$ cat src/design/cpu_config.svh
`ifndef CPU_CONFIG_SVH
`define CPU_CONFIG_SVH

// Datapath and address width
`define CPU_XLEN 32

// Architectural registers, indexed by 5-bit fields
`define CPU_NREGS 32

// Single trap target for every exception cause
`define CPU_EXC_VECTOR 32'h0000_0200

// First fetch address after reset
`define CPU_RESET_PC 32'h0000_0000

`endif

$ cat src/design/cpuIsaPkg.sv
`default_nettype none

package cpuIsaPkg;

  // Primary opcode field, instr[31:26]
  typedef enum logic [5:0] {
    OP_RTYPE = 6'h00,
    OP_J     = 6'h02,
    OP_BEQ   = 6'h04,
    OP_BNE   = 6'h05,
    OP_ADDI  = 6'h08,
    OP_ADDIU = 6'h09
  } opcodeT;

  // R-type funct field, instr[5:0]
  typedef enum logic [5:0] {
    FN_SLL = 6'h00,
    FN_SRL = 6'h02,
    FN_SRA = 6'h03,
    FN_ADD = 6'h20,
    FN_SUB = 6'h22,
    FN_AND = 6'h24,
    FN_SLT = 6'h2A
  } functT;

endpackage

`default_nettype wire

$ cat src/design/cpuCtrlPkg.sv
`default_nettype none

package cpuCtrlPkg;

  typedef enum logic [2:0] {
    ST_FETCH,
    ST_DECODE,
    ST_EXECUTE,
    ST_SHIFT,
    ST_WRITEBACK,
    ST_TRAP
  } fsmStateT;

  typedef enum logic [2:0] {
    ALU_ADD,
    ALU_SUB,
    ALU_AND,
    ALU_SLT,
    ALU_PASS_B  // Also routes the shifter result to writeback
  } aluOpT;

  typedef enum logic [1:0] {
    SH_LEFT,
    SH_RIGHT_LOGICAL,
    SH_RIGHT_ARITH
  } shiftOpT;

  typedef enum logic [1:0] {
    PC_PLUS4,
    PC_BRANCH,
    PC_JUMP,
    PC_VECTOR
  } pcSelT;

  typedef enum logic {
    EXC_ILLEGAL,
    EXC_OVERFLOW
  } excCauseT;

endpackage

`default_nettype wire

$ cat src/design/stepCounter.sv
`default_nettype none

module stepCounter (
  input  logic       clk,
  input  logic       reset_in,
  input  logic       load,
  input  logic [4:0] loadValue,
  input  logic       run,
  output logic       done
);

  logic [4:0] count;

  always_ff @(posedge clk) begin
    if (reset_in) begin
      count <= '0;
    end else if (load) begin
      count <= loadValue;
    end else if (run && count != 5'd0) begin
      count <= count - 5'd1;  // One shift step per cycle
    end
  end

  // Last step in flight, or nothing to do at all
  assign done = (count <= 5'd1);

endmodule

`default_nettype wire

$ cat src/design/regFile.sv
`default_nettype none
`include "cpu_config.svh"

module regFile (
  input  logic                 clk,
  input  logic                 reset_in,
  input  logic [4:0]           readAddrA,
  input  logic [4:0]           readAddrB,
  output logic [`CPU_XLEN-1:0] readDataA,
  output logic [`CPU_XLEN-1:0] readDataB,
  input  logic                 writeEnable,
  input  logic [4:0]           writeAddr,
  input  logic [`CPU_XLEN-1:0] writeData
);

  logic [`CPU_XLEN-1:0] regs [`CPU_NREGS];

  always_ff @(posedge clk) begin
    if (reset_in) begin
      for (int i = 0; i < `CPU_NREGS; i++)
        regs[i] <= '0;
    end else if (writeEnable && writeAddr != 5'd0) begin
      regs[writeAddr] <= writeData;
    end
  end

  // Register 0 is hardwired
  assign readDataA = (readAddrA == 5'd0) ? '0 : regs[readAddrA];
  assign readDataB = (readAddrB == 5'd0) ? '0 : regs[readAddrB];

endmodule

`default_nettype wire

$ cat src/design/aluCore.sv
`default_nettype none
`include "cpu_config.svh"

module aluCore (
  input  logic [`CPU_XLEN-1:0] opA,
  input  logic [`CPU_XLEN-1:0] opB,
  input  cpuCtrlPkg::aluOpT    op,
  output logic [`CPU_XLEN-1:0] result,
  output logic                 overflow,
  output logic                 zero
);
  import cpuCtrlPkg::*;

  localparam int MSB = `CPU_XLEN - 1;

  logic [`CPU_XLEN-1:0] sum;
  logic [`CPU_XLEN-1:0] diff;
  logic                 lessThan;

  assign sum      = opA + opB;
  assign diff     = opA - opB;
  assign lessThan = $signed(opA) < $signed(opB);

  always_comb begin
    overflow = 1'b0;
    case (op)
      ALU_ADD: begin
        result   = sum;
        overflow = (opA[MSB] == opB[MSB]) && (sum[MSB] != opA[MSB]);  // Like signs only
      end
      ALU_SUB: begin
        result   = diff;
        overflow = (opA[MSB] != opB[MSB]) && (diff[MSB] != opA[MSB]);
      end
      ALU_AND: result = opA & opB;
      ALU_SLT: result = {{(`CPU_XLEN-1){1'b0}}, lessThan};
      default: result = opB;
    endcase
  end

  assign zero = (result == '0);  // Equality test for branches

endmodule

`default_nettype wire

$ cat src/design/shiftUnit.sv
`default_nettype none
`include "cpu_config.svh"

module shiftUnit (
  input  logic                 clk,
  input  logic                 reset_in,
  input  logic                 load,
  input  logic                 step,
  input  cpuCtrlPkg::shiftOpT  op,
  input  logic [`CPU_XLEN-1:0] operand,
  output logic [`CPU_XLEN-1:0] result
);
  import cpuCtrlPkg::*;

  localparam int MSB = `CPU_XLEN - 1;

  logic [`CPU_XLEN-1:0] data;

  always_ff @(posedge clk) begin
    if (reset_in) begin
      data <= '0;
    end else if (load) begin
      data <= operand;
    end else if (step) begin
      case (op)
        SH_LEFT:          data <= {data[MSB-1:0], 1'b0};
        SH_RIGHT_LOGICAL: data <= {1'b0, data[MSB:1]};
        SH_RIGHT_ARITH:   data <= {data[MSB], data[MSB:1]};  // Sign bit refills
        default:          data <= data;
      endcase
    end
  end

  assign result = data;

endmodule

`default_nettype wire

$ cat src/design/pcUnit.sv
`default_nettype none
`include "cpu_config.svh"

module pcUnit (
  input  logic                 clk,
  input  logic                 reset_in,
  input  logic                 pcWrite,
  input  cpuCtrlPkg::pcSelT    pcSel,
  input  logic [`CPU_XLEN-1:0] branchOffset,
  input  logic [25:0]          jumpIndex,
  input  logic                 trap,
  output logic [`CPU_XLEN-1:0] pc,
  output logic [`CPU_XLEN-1:0] epc
);
  import cpuCtrlPkg::*;

  logic [`CPU_XLEN-1:0] pcPlus4;
  logic [`CPU_XLEN-1:0] nextPc;

  assign pcPlus4 = pc + 4;

  always_comb begin
    case (pcSel)
      PC_PLUS4:  nextPc = pcPlus4;
      PC_BRANCH: nextPc = pcPlus4 + {branchOffset[`CPU_XLEN-3:0], 2'b00};  // Word offset
      PC_JUMP:   nextPc = {pcPlus4[`CPU_XLEN-1:28], jumpIndex, 2'b00};    // Same 256 MB region
      default:   nextPc = `CPU_EXC_VECTOR;
    endcase
  end

  always_ff @(posedge clk) begin
    if (reset_in) begin
      pc  <= `CPU_RESET_PC;
      epc <= '0;
    end else begin
      if (pcWrite)
        pc <= nextPc;
      if (trap)
        epc <= pc;  // PC still points at the faulting instruction
    end
  end

endmodule

`default_nettype wire

$ cat src/design/controlFsm.sv
`default_nettype none
`include "cpu_config.svh"

module controlFsm (
  input  logic                 clk,
  input  logic                 reset_in,
  input  logic [`CPU_XLEN-1:0] instr,
  input  logic                 instrValid,
  output logic                 instrReady,
  input  logic                 aluOverflow,
  input  logic                 aluZero,
  input  logic                 shiftDone,
  output cpuCtrlPkg::aluOpT    aluOp,
  output logic                 aluSrcImm,
  output cpuCtrlPkg::shiftOpT  shiftOp,
  output logic                 shiftLoad,
  output logic                 shiftStep,
  output logic [4:0]           rs,
  output logic [4:0]           rt,
  output logic [4:0]           rd,
  output logic [`CPU_XLEN-1:0] imm,
  output logic                 regWrite,
  output logic                 pcWrite,
  output cpuCtrlPkg::pcSelT    pcSel,
  output logic [25:0]          jumpIndex,
  output logic                 wbValid,
  output logic                 excValid,
  output cpuCtrlPkg::excCauseT excCause
);
  import cpuIsaPkg::*;
  import cpuCtrlPkg::*;

  fsmStateT             state;
  logic [`CPU_XLEN-1:0] ir;
  opcodeT               opcode;
  functT                funct;
  logic [4:0]           shamt;
  logic                 accept;
  logic                 illegal;
  logic                 isShift;
  logic                 isBranch;
  logic                 isJump;
  logic                 trapsOvf;
  logic                 branchTaken;

  assign opcode    = opcodeT'(ir[31:26]);
  assign funct     = functT'(ir[5:0]);
  assign shamt     = ir[10:6];
  assign rs        = ir[25:21];
  assign rt        = ir[20:16];
  assign rd        = (opcode == OP_RTYPE) ? ir[15:11] : ir[20:16];  // I-type writes rt
  assign imm       = {{(`CPU_XLEN-16){ir[15]}}, ir[15:0]};
  assign jumpIndex = ir[25:0];

  assign instrReady = (state == ST_FETCH);
  assign accept     = instrValid && instrReady;

  // Instruction class decode and ALU steering
  always_comb begin
    illegal   = 1'b0;
    isShift   = 1'b0;
    isBranch  = 1'b0;
    isJump    = 1'b0;
    trapsOvf  = 1'b0;
    aluSrcImm = 1'b0;
    aluOp     = ALU_ADD;
    shiftOp   = SH_LEFT;
    case (opcode)
      OP_RTYPE: begin
        case (funct)
          FN_ADD: trapsOvf = 1'b1;
          FN_SUB: begin
            aluOp    = ALU_SUB;
            trapsOvf = 1'b1;
          end
          FN_AND: aluOp = ALU_AND;
          FN_SLT: aluOp = ALU_SLT;
          FN_SLL: begin
            aluOp   = ALU_PASS_B;
            isShift = 1'b1;
          end
          FN_SRL: begin
            aluOp   = ALU_PASS_B;
            shiftOp = SH_RIGHT_LOGICAL;
            isShift = 1'b1;
          end
          FN_SRA: begin
            aluOp   = ALU_PASS_B;
            shiftOp = SH_RIGHT_ARITH;
            isShift = 1'b1;
          end
          default: illegal = 1'b1;  // Unknown funct
        endcase
      end
      OP_ADDI: begin
        aluSrcImm = 1'b1;
        trapsOvf  = 1'b1;
      end
      OP_ADDIU: aluSrcImm = 1'b1;  // Wraps silently
      OP_BEQ, OP_BNE: begin
        aluOp    = ALU_SUB;
        isBranch = 1'b1;
      end
      OP_J: isJump = 1'b1;
      default: illegal = 1'b1;
    endcase
  end

  // BEQ wants zero and BNE wants nonzero
  assign branchTaken = isBranch && ((opcode == OP_BEQ) == aluZero);

  assign shiftLoad = (state == ST_DECODE) && isShift;
  assign shiftStep = (state == ST_SHIFT) && (shamt != 5'd0);  // Zero shamt never steps
  assign wbValid   = (state == ST_WRITEBACK) && (rd != 5'd0);
  assign regWrite  = wbValid;
  assign excValid  = (state == ST_TRAP);
  assign pcWrite   = ((state == ST_EXECUTE) && (isBranch || isJump)) ||
                     (state == ST_WRITEBACK) || excValid;

  always_comb begin
    if (state == ST_TRAP)
      pcSel = PC_VECTOR;
    else if (state == ST_EXECUTE && isJump)
      pcSel = PC_JUMP;
    else if (state == ST_EXECUTE && branchTaken)
      pcSel = PC_BRANCH;
    else
      pcSel = PC_PLUS4;
  end

  always_ff @(posedge clk) begin
    if (accept)
      ir <= instr;
  end

  always_ff @(posedge clk) begin
    if (reset_in) begin
      state    <= ST_FETCH;
      excCause <= EXC_ILLEGAL;
    end else begin
      case (state)
        ST_FETCH: begin
          if (accept)
            state <= ST_DECODE;
        end
        ST_DECODE: state <= isShift ? ST_SHIFT : ST_EXECUTE;
        ST_EXECUTE: begin
          if (illegal) begin
            state    <= ST_TRAP;
            excCause <= EXC_ILLEGAL;
          end else if (trapsOvf && aluOverflow) begin
            state    <= ST_TRAP;
            excCause <= EXC_OVERFLOW;
          end else if (isBranch || isJump) begin
            state <= ST_FETCH;  // PC already redirected
          end else begin
            state <= ST_WRITEBACK;
          end
        end
        ST_SHIFT: begin
          if (shiftDone)
            state <= ST_WRITEBACK;
        end
        default: state <= ST_FETCH;  // WRITEBACK and TRAP
      endcase
    end
  end

endmodule

`default_nettype wire

$ cat src/design/cpuTop.sv
`default_nettype none
`include "cpu_config.svh"

module cpuTop (
  input  logic                 clk,
  input  logic                 reset_in,
  input  logic [`CPU_XLEN-1:0] instr,
  input  logic                 instrValid,
  output logic                 instrReady,
  output logic [`CPU_XLEN-1:0] instrAddr,
  output logic                 wbValid,
  output logic [4:0]           wbReg,
  output logic [`CPU_XLEN-1:0] wbData,
  output logic                 excValid,
  output cpuCtrlPkg::excCauseT excCause,
  output logic [`CPU_XLEN-1:0] epc
);
  import cpuCtrlPkg::*;

  aluOpT                aluOp;
  shiftOpT              shiftOp;
  pcSelT                pcSel;
  logic                 aluSrcImm;
  logic                 aluOverflow;
  logic                 aluZero;
  logic                 shiftLoad;
  logic                 shiftStep;
  logic                 shiftDone;
  logic                 regWrite;
  logic                 pcWrite;
  logic [4:0]           rs;
  logic [4:0]           rt;
  logic [4:0]           rd;
  logic [25:0]          jumpIndex;
  logic [`CPU_XLEN-1:0] imm;
  logic [`CPU_XLEN-1:0] readDataA;
  logic [`CPU_XLEN-1:0] readDataB;
  logic [`CPU_XLEN-1:0] shiftResult;
  logic [`CPU_XLEN-1:0] aluResult;

  controlFsm controlFsm_i (
    .clk(clk), .reset_in(reset_in),
    .instr(instr), .instrValid(instrValid), .instrReady(instrReady),
    .aluOverflow(aluOverflow), .aluZero(aluZero), .shiftDone(shiftDone),
    .aluOp(aluOp), .aluSrcImm(aluSrcImm),
    .shiftOp(shiftOp), .shiftLoad(shiftLoad), .shiftStep(shiftStep),
    .rs(rs), .rt(rt), .rd(rd), .imm(imm),
    .regWrite(regWrite), .pcWrite(pcWrite), .pcSel(pcSel), .jumpIndex(jumpIndex),
    .wbValid(wbValid), .excValid(excValid), .excCause(excCause)
  );

  // Shift amount sits in imm[10:6] of the sign-extended immediate
  stepCounter stepCounter_i (
    .clk(clk), .reset_in(reset_in),
    .load(shiftLoad), .loadValue(imm[10:6]), .run(shiftStep), .done(shiftDone)
  );

  regFile regFile_i (
    .clk(clk), .reset_in(reset_in),
    .readAddrA(rs), .readAddrB(rt), .readDataA(readDataA), .readDataB(readDataB),
    .writeEnable(regWrite), .writeAddr(rd), .writeData(aluResult)
  );

  // PASS_B carries the shifter result, otherwise register or immediate
  aluCore aluCore_i (
    .opA(readDataA),
    .opB((aluOp == ALU_PASS_B) ? shiftResult : (aluSrcImm ? imm : readDataB)),
    .op(aluOp), .result(aluResult), .overflow(aluOverflow), .zero(aluZero)
  );

  shiftUnit shiftUnit_i (
    .clk(clk), .reset_in(reset_in),
    .load(shiftLoad), .step(shiftStep), .op(shiftOp),
    .operand(readDataB), .result(shiftResult)
  );

  pcUnit pcUnit_i (
    .clk(clk), .reset_in(reset_in),
    .pcWrite(pcWrite), .pcSel(pcSel), .branchOffset(imm), .jumpIndex(jumpIndex),
    .trap(excValid), .pc(instrAddr), .epc(epc)
  );

  assign wbReg  = rd;         // Destination index reported with the write
  assign wbData = aluResult;

endmodule

`default_nettype wire

$ cat config.mk
export PLATFORM = sky130hd
export DESIGN_NAME = cpuTop
export DESIGN_NICKNAME = d
export VERILOG_FILES = /design/src/design/cpuIsaPkg.sv /design/src/design/cpuCtrlPkg.sv /design/src/design/stepCounter.sv /design/src/design/regFile.sv /design/src/design/aluCore.sv /design/src/design/shiftUnit.sv /design/src/design/pcUnit.sv /design/src/design/controlFsm.sv /design/src/design/cpuTop.sv
export VERILOG_INCLUDE_DIRS = /design/src /design/src/design
export SDC_FILE = /design/constraint.sdc
export NUM_CORES = 2
export LEC_CHECK = 0
export BUFFER_PORTS_ARGS = -buffer_cell sky130_fd_sc_hd__buf_2
export CORE_AREA = 2 2 333 335
export DETAILED_ROUTE_END_ITERATION = 12
export DIE_AREA = 0 0 335 337
export PLACE_DENSITY_LB_ADDON = 0.1
export RECOVER_POWER = 25
export SYNTH_ARGS = -nofsm -noshare
export SYNTH_HDL_FRONTEND = slang
export SYNTH_SLANG_ARGS = --single-unit
$ cat constraint.sdc
create_clock -name clk -period 14 [get_ports clk]
set_input_delay 0.7 -clock clk [delete_from_list [all_inputs] [get_ports clk]]
set_output_delay 0.7 -clock clk [all_outputs]
set_load 0.02 [all_outputs]
After elaboration in Yosys (flattened, before gate mapping). Memories as Yosys holds them, arrays and structs flattened. A register that Yosys moved wholly into a read port is not among the register bits. Index checks and enable logic that the tools add are counted.

Order comparisons: 2. Muxes and demuxes: 48. Bitwise gates (word level): 1. Reduce and logical (&&, ||, !) cells: 44. Eq/ne operators: 32. Add/subtract/negate cells: 5.

Operators with widths (number): $mux W32 (7); $pmux W32 S3 (2); $pmux W32 S4 (1); $add A32 B32 Y32 (2); $add A32 B3 Y32 const B (1); $and A32 B32 Y32 (1); $logic_not A32 Y1 (1); $lt A32 B32 Y1 (1); $reduce_or A32 Y1 (1); $sub A32 B32 Y32 (1); $mux W5 (6); $eq A6 B6 Y1 const B (4); $pmux W3 S4 (2); $eq A6 B2 Y1 const B (3); $mux W1 (17); $mux W3 (5); $reduce_bool A5 Y1 (3); $logic_and A1 B1 Y1 (13); $eq A3 B2 Y1 const B (4); $eq A6 B3 Y1 const B (2); $eq A6 B4 Y1 const B (2); $logic_not A6 Y1 (2); $logic_not A5 Y1 (2); $eq A3 B3 Y1 const B (3); 25 further kinds (46).

Flip-flop bits (word level): 137. Input bits: 35. Memories kept: 1. Bits in writable memories: 1024. Word-level logic and storage cells: 141. Output and inout port bits: 105.

Memory list: regFile_i.regs (depth 32, width 32, rd ports 2, clocked after Yosys merged registers in 2, write ports 32, line regFile.sv:16) `` logic [`CPU_XLEN-1:0] regs [`CPU_NREGS]; ``.

Depth between registers and ports, before layout.
Depth after elaboration: 17. Mapped depth: 30. Depth with buffers taken out: 24.

By module. From an unflattened synthesis, not the netlist that was laid out.

Cells, all modules: 5489. Area total of the unflattened synthesis: 69683.1 sq um.

By module, submodules not included: regFile (seq. area each 30749.5 sq um, area each 54230.8 sq um, cells an instance 3502, times used 1); aluCore (seq. area each 0.0 sq um, area each 5246.3 sq um, cells an instance 800, times used 1); pcUnit (seq. area each 1201.2 sq um, area each 5013.6 sq um, cells an instance 652, times used 1); controlFsm (seq. area each 1041.0 sq um, area each 2082.0 sq um, cells an instance 191, times used 1); shiftUnit (seq. area each 640.6 sq um, area each 1879.3 sq um, cells an instance 230, times used 1); cpuTop (seq. area each 0.0 sq um, area each 905.9 sq um, cells an instance 73, times used 1); stepCounter (seq. area each 100.1 sq um, area each 325.3 sq um, cells an instance 41, times used 1).

Worst setup path before layout. OpenSTA, ideal clock, no wires.

Path type: register to register. From: reg (tool-made name). To: reg pcUnit_i.pc[18]. Stages on the path, launching flop included: 25. Setup time: 0.122 ns. Setup slack: 6.481 ns. Data required time: 13.878 ns. Arrival time: 7.397 ns. Period minus slack after synthesis: 7.519 ns. Path through: dfxtp_1 > clkbuf_1 > clkbuf_1 > clkbuf_1 > buf_1 > mux4_2 > mux4_2 > mux2i_1 > nor2_1 > ha_1 > or4_1 > or4b_1 > nor3_2 > a21oi_1 > a31oi_4 > a2111o_1 > nand3b_1 > a31oi_2 > o2111ai_1 > or4b_1 > o21a_1 > o21a_1 > buf_2 > buf_4 > a221o_1.

RTL lines: end signal: assignment (line pcUnit.sv:33) `` pc <= `CPU_RESET_PC; ``; end signal: assignment (line pcUnit.sv:37) `pc <= nextPc;`; end: declaration (line pcUnit.sv:12) `` output logic [`CPU_XLEN-1:0] pc, ``.

==> impl_results.md <==
* Outcome: complete, but fails checks
* Violated checks: max-capacitance violations, max-slew violations
* Syn Std Cell Area at 0.0650 mm^2
* Top_reg_cell synth: edfxtp_1
* Drt total wl at 229 mm
* Placed inst area at 0.0676 mm^2
* Setup tns final at 0 ns
* Global-route wire length before repair at 325 mm
* Max Slew Vio Count at 650
* Initial antenna violation count at 7
* Critical Path RT at 14.63 ns
* Hold Buf Count CTS at 0
* DR WL/cell at around 35 um
* Vias per inst at slightly above 7
* Die Ht at 337 um
* Rel. slew slack at -204%
* Crit start category: flip-flop
* Root buffer cell: clkbuf_16
* Worst Setup Path Type: reg -> reg
* Fin crit share at 72.0%
* # IOs at 140
* Power Dens Cells at 183 mW/mm^2
* Final ANT Viol Nets at 0
* Ys Warns at 0
* Nets at 5169
* CTS Buffer Depth at 3
* H-tree depth at 4
* CP Capture Type: flip-flop
* Fin Clk Skew at ~0.027 ns
* Fin crit period at ~10 ns
* HPWL Detailed at 137 mm
* Die width at 335 um
* DR vias at 47.4k
* Flops & latches, synth at 1167
* Worst-path maximum fanout at 41
* Final instance area at 0.0715 mm^2
* Initial Utilization at 59.3%
* First drt pass iteration count at 6
* Setup bufs post-CTS at 0
* Layout cell share with drive strength beyond 1 at 22.0%
* Maximum vdd ir drop at 0.142 mV
* Iteration-0 DRC Markers at 7442
* Post_cts resized at 0
* CTS tree: done
* Sequential element share of the synthesized area at 52.2%
* Clock latency on the worst-skew pair at 0.76 ns
* Largest net degree at the start of global routing at 129
* RSZ-0062 raised after global routing: false
* IO buf count at 135
* Worst-margin pin slew at 4.57 ns
* Hold Path Class: in -> reg
* Max Cap Viol at 19
* Post-Syn Area per Cell at around 13 um^2
* Final setup violation count at 0
* Placed cell count at 6325
* Maximum clock rate at 99.2 MHz
* # rows at 122
* # DRC at 0
* Synth Instances at 5046
* Vias in the first global route at 46.0k
* Leak at 0.0264 uW
* Fraction of registers with async set or reset after synthesis at 0%
* EDFF count, synth at 1056
* Core Region at 0.110 mm^2
* Final hold viol count at 0
* TritonCTS Buffers at 130
* Non-filler cells in the finished layout at 6560
* CTS sink cnt at 1167
* Worst path arrival time at 10.71 ns
* Total GRT Usage at between 40 and 50%
* Area Overhead vs Synth at 9.97%
* Clk slew on worst S/H paths at 0.06 ns
* Yosys cell types at 84
* Global route overflow at 0
* Die area at between 0.1 and 0.15 mm^2
* GP Congestion at 0.992
==> metrics by stage <==
step	util [%]	setup slack (ns)	hold slack, ns	power [uW]
global placement	61.7	4.21	0.440	9610
floorplan	-	6.48	0.463	7610
finish	65.3	3.92	0.130	13100
CTS	65.5	4.02	0.104	13000
detailed placement	61.7	4.07	0.443	9630
global route	65.2	3.45	0.122	13500
==> worst paths after layout <==
kind	start	end	slack, ns	cells after the start
max	flip-flop	pcUnit_i.pc[27]$_SDFFE_PP0P_	3.92	26
min	instr[31]	controlFsm_i.ir[31]$_DFFE_PP_	0.13	1
max reg2reg	flip-flop	pcUnit_i.pc[27]$_SDFFE_PP0P_	3.92	26
min reg2reg	pcUnit_i.epc[7]$_SDFFE_PP0P_	pcUnit_i.epc[7]$_SDFFE_PP0P_	0.45	2
==> per-layer routing <==
metal	up-vias	GRT usage, %	share of wire, %
li1	19108	-	-
met4	8	21.0	5.9
met3	661	11.4	14
met5	-	0	0.025
met2	3728	60.0	44
met1	23909	56.2	36
==> cell usage after synthesis (24+ instances only) <==
| cell | n | area [um^2] |
|---|---|---|
| nor2_1 | 1237 | 4640 |
| edfxtp_1 | 1056 | 31700 |
| mux4_2 | 640 | 14400 |
| clkbuf_1 | 380 | 1430 |
| nand2_1 | 216 | 811 |
| a21oi_1 | 161 | 806 |
| inv_1 | 129 | 484 |
| dfxtp_1 | 111 | 2220 |
| mux2i_1 | 103 | 1030 |
| ha_1 | 100 | 1250 |
| nand3_1 | 73 | 365 |
| nor3_1 | 70 | 350 |
| buf_1 | 69 | 259 |
| o21ai_0 | 67 | 335 |
| nand2b_1 | 51 | 319 |
| xnor2_1 | 44 | 385 |
| a21o_1 | 37 | 278 |
| a221oi_1 | 34 | 298 |
| xor2_1 | 24 | 210 |
==> sequential cells by signal, summed over array words and instances, names as in the netlist, named ones only <==
register / flops
shiftUnit_i.result: 32
controlFsm_i.ir: 32
pcUnit_i.epc: 30
regFile_i.regs: 1024
controlFsm_i.excCause: 1
stepCounter_i.count: 5
controlFsm_i.state: 3
pcUnit_i.pc: 30
==> power breakdown <==
group	internal [uW]	switching, uW	total (uW)
Combinational	1750	3840	5590
Clock	1950	1460	3410
Sequential	3930	170	4100
==> placed cells by master, fill, tap and decap left out, types with 16 or more instances in the layout <==
cell type,count
a211oi_1,20
a21o_1,37
a21oi_1,158
a221oi_1,34
a22oi_1,18
a31oi_1,16
and3_1,16
buf_2,58
buf_4,117
clkbuf_1,118
clkbuf_16,135
clkinv_1,30
clkinv_2,21
conb_1,36
dfxtp_1,101
edfxtp_1,1056
ha_1,100
inv_1,129
mux2i_1,103
mux4_2,640
nand2_1,189
nand2_2,26
nand2b_1,30
nand2b_2,17
nand3_1,73
nor2_1,1232
nor2b_1,19
nor3_1,68
nor4_1,19
o211ai_1,17
o21a_1,23
o21ai_0,67
o21bai_1,16
or3_1,23
xnor2_1,44
xor2_1,24
==> worst max-delay path, cell delays in order (launching register included) <==
cell	delay, ns
dfxtp_4	0.65
buf_4	0.63
buf_4	0.76
mux4_2	0.60
mux4_2	0.53
mux2i_1	0.15
nor2_1	0.08
nand2_1	0.09
nand3_1	0.08
o21a_1	0.17
ha_1	0.49
or4_1	0.59
or4b_1	0.57
nor3_2	0.12
a21oi_1	0.22
and3_1	0.28
o21ai_1	0.11
a31o_2	0.65
inv_1	0.22
nor3_1	0.27
nand4_1	0.23
or4b_1	0.75
o21a_1	0.27
o21ai_1	0.74
buf_4	0.29
nor3_1	0.06
a211o_1	0.27
==> cells by family (layout without fill, tap and decap cells) <==
group / Yosys count / in the layout / share of synthesized area (%)
simple gates: 1815 / 1815 / 11.7
flops: 1167 / 1167 / 52.2
mux: 757 / 757 / 24.0
buf+inv: 590 / 641 / 3.45
compound gates: 545 / 545 / 5.71
fa+ha+maj: 103 / 103 / 2.02
xor+xnor: 68 / 68 / 0.916
other cells: 1 / 38 / 0.00577
==> layout make-up <==
| type | instances | area [um^2] |
|---|---|---|
| Antenna cell | 2 | 5.00 |
| Clock buffer | 159 | 3470 |
| Clock inverter | 74 | 677 |
| Fill cell | 8154 | 38100 |
| Inverter | 130 | 488 |
| Multi-Input combinational cell | 3324 | 29400 |
| Sequential cell | 1167 | 34000 |
| Tap cell | 1426 | 1780 |
| Timing Repair Buffer | 278 | 1700 |
Power figures use the tool's default switching activity.
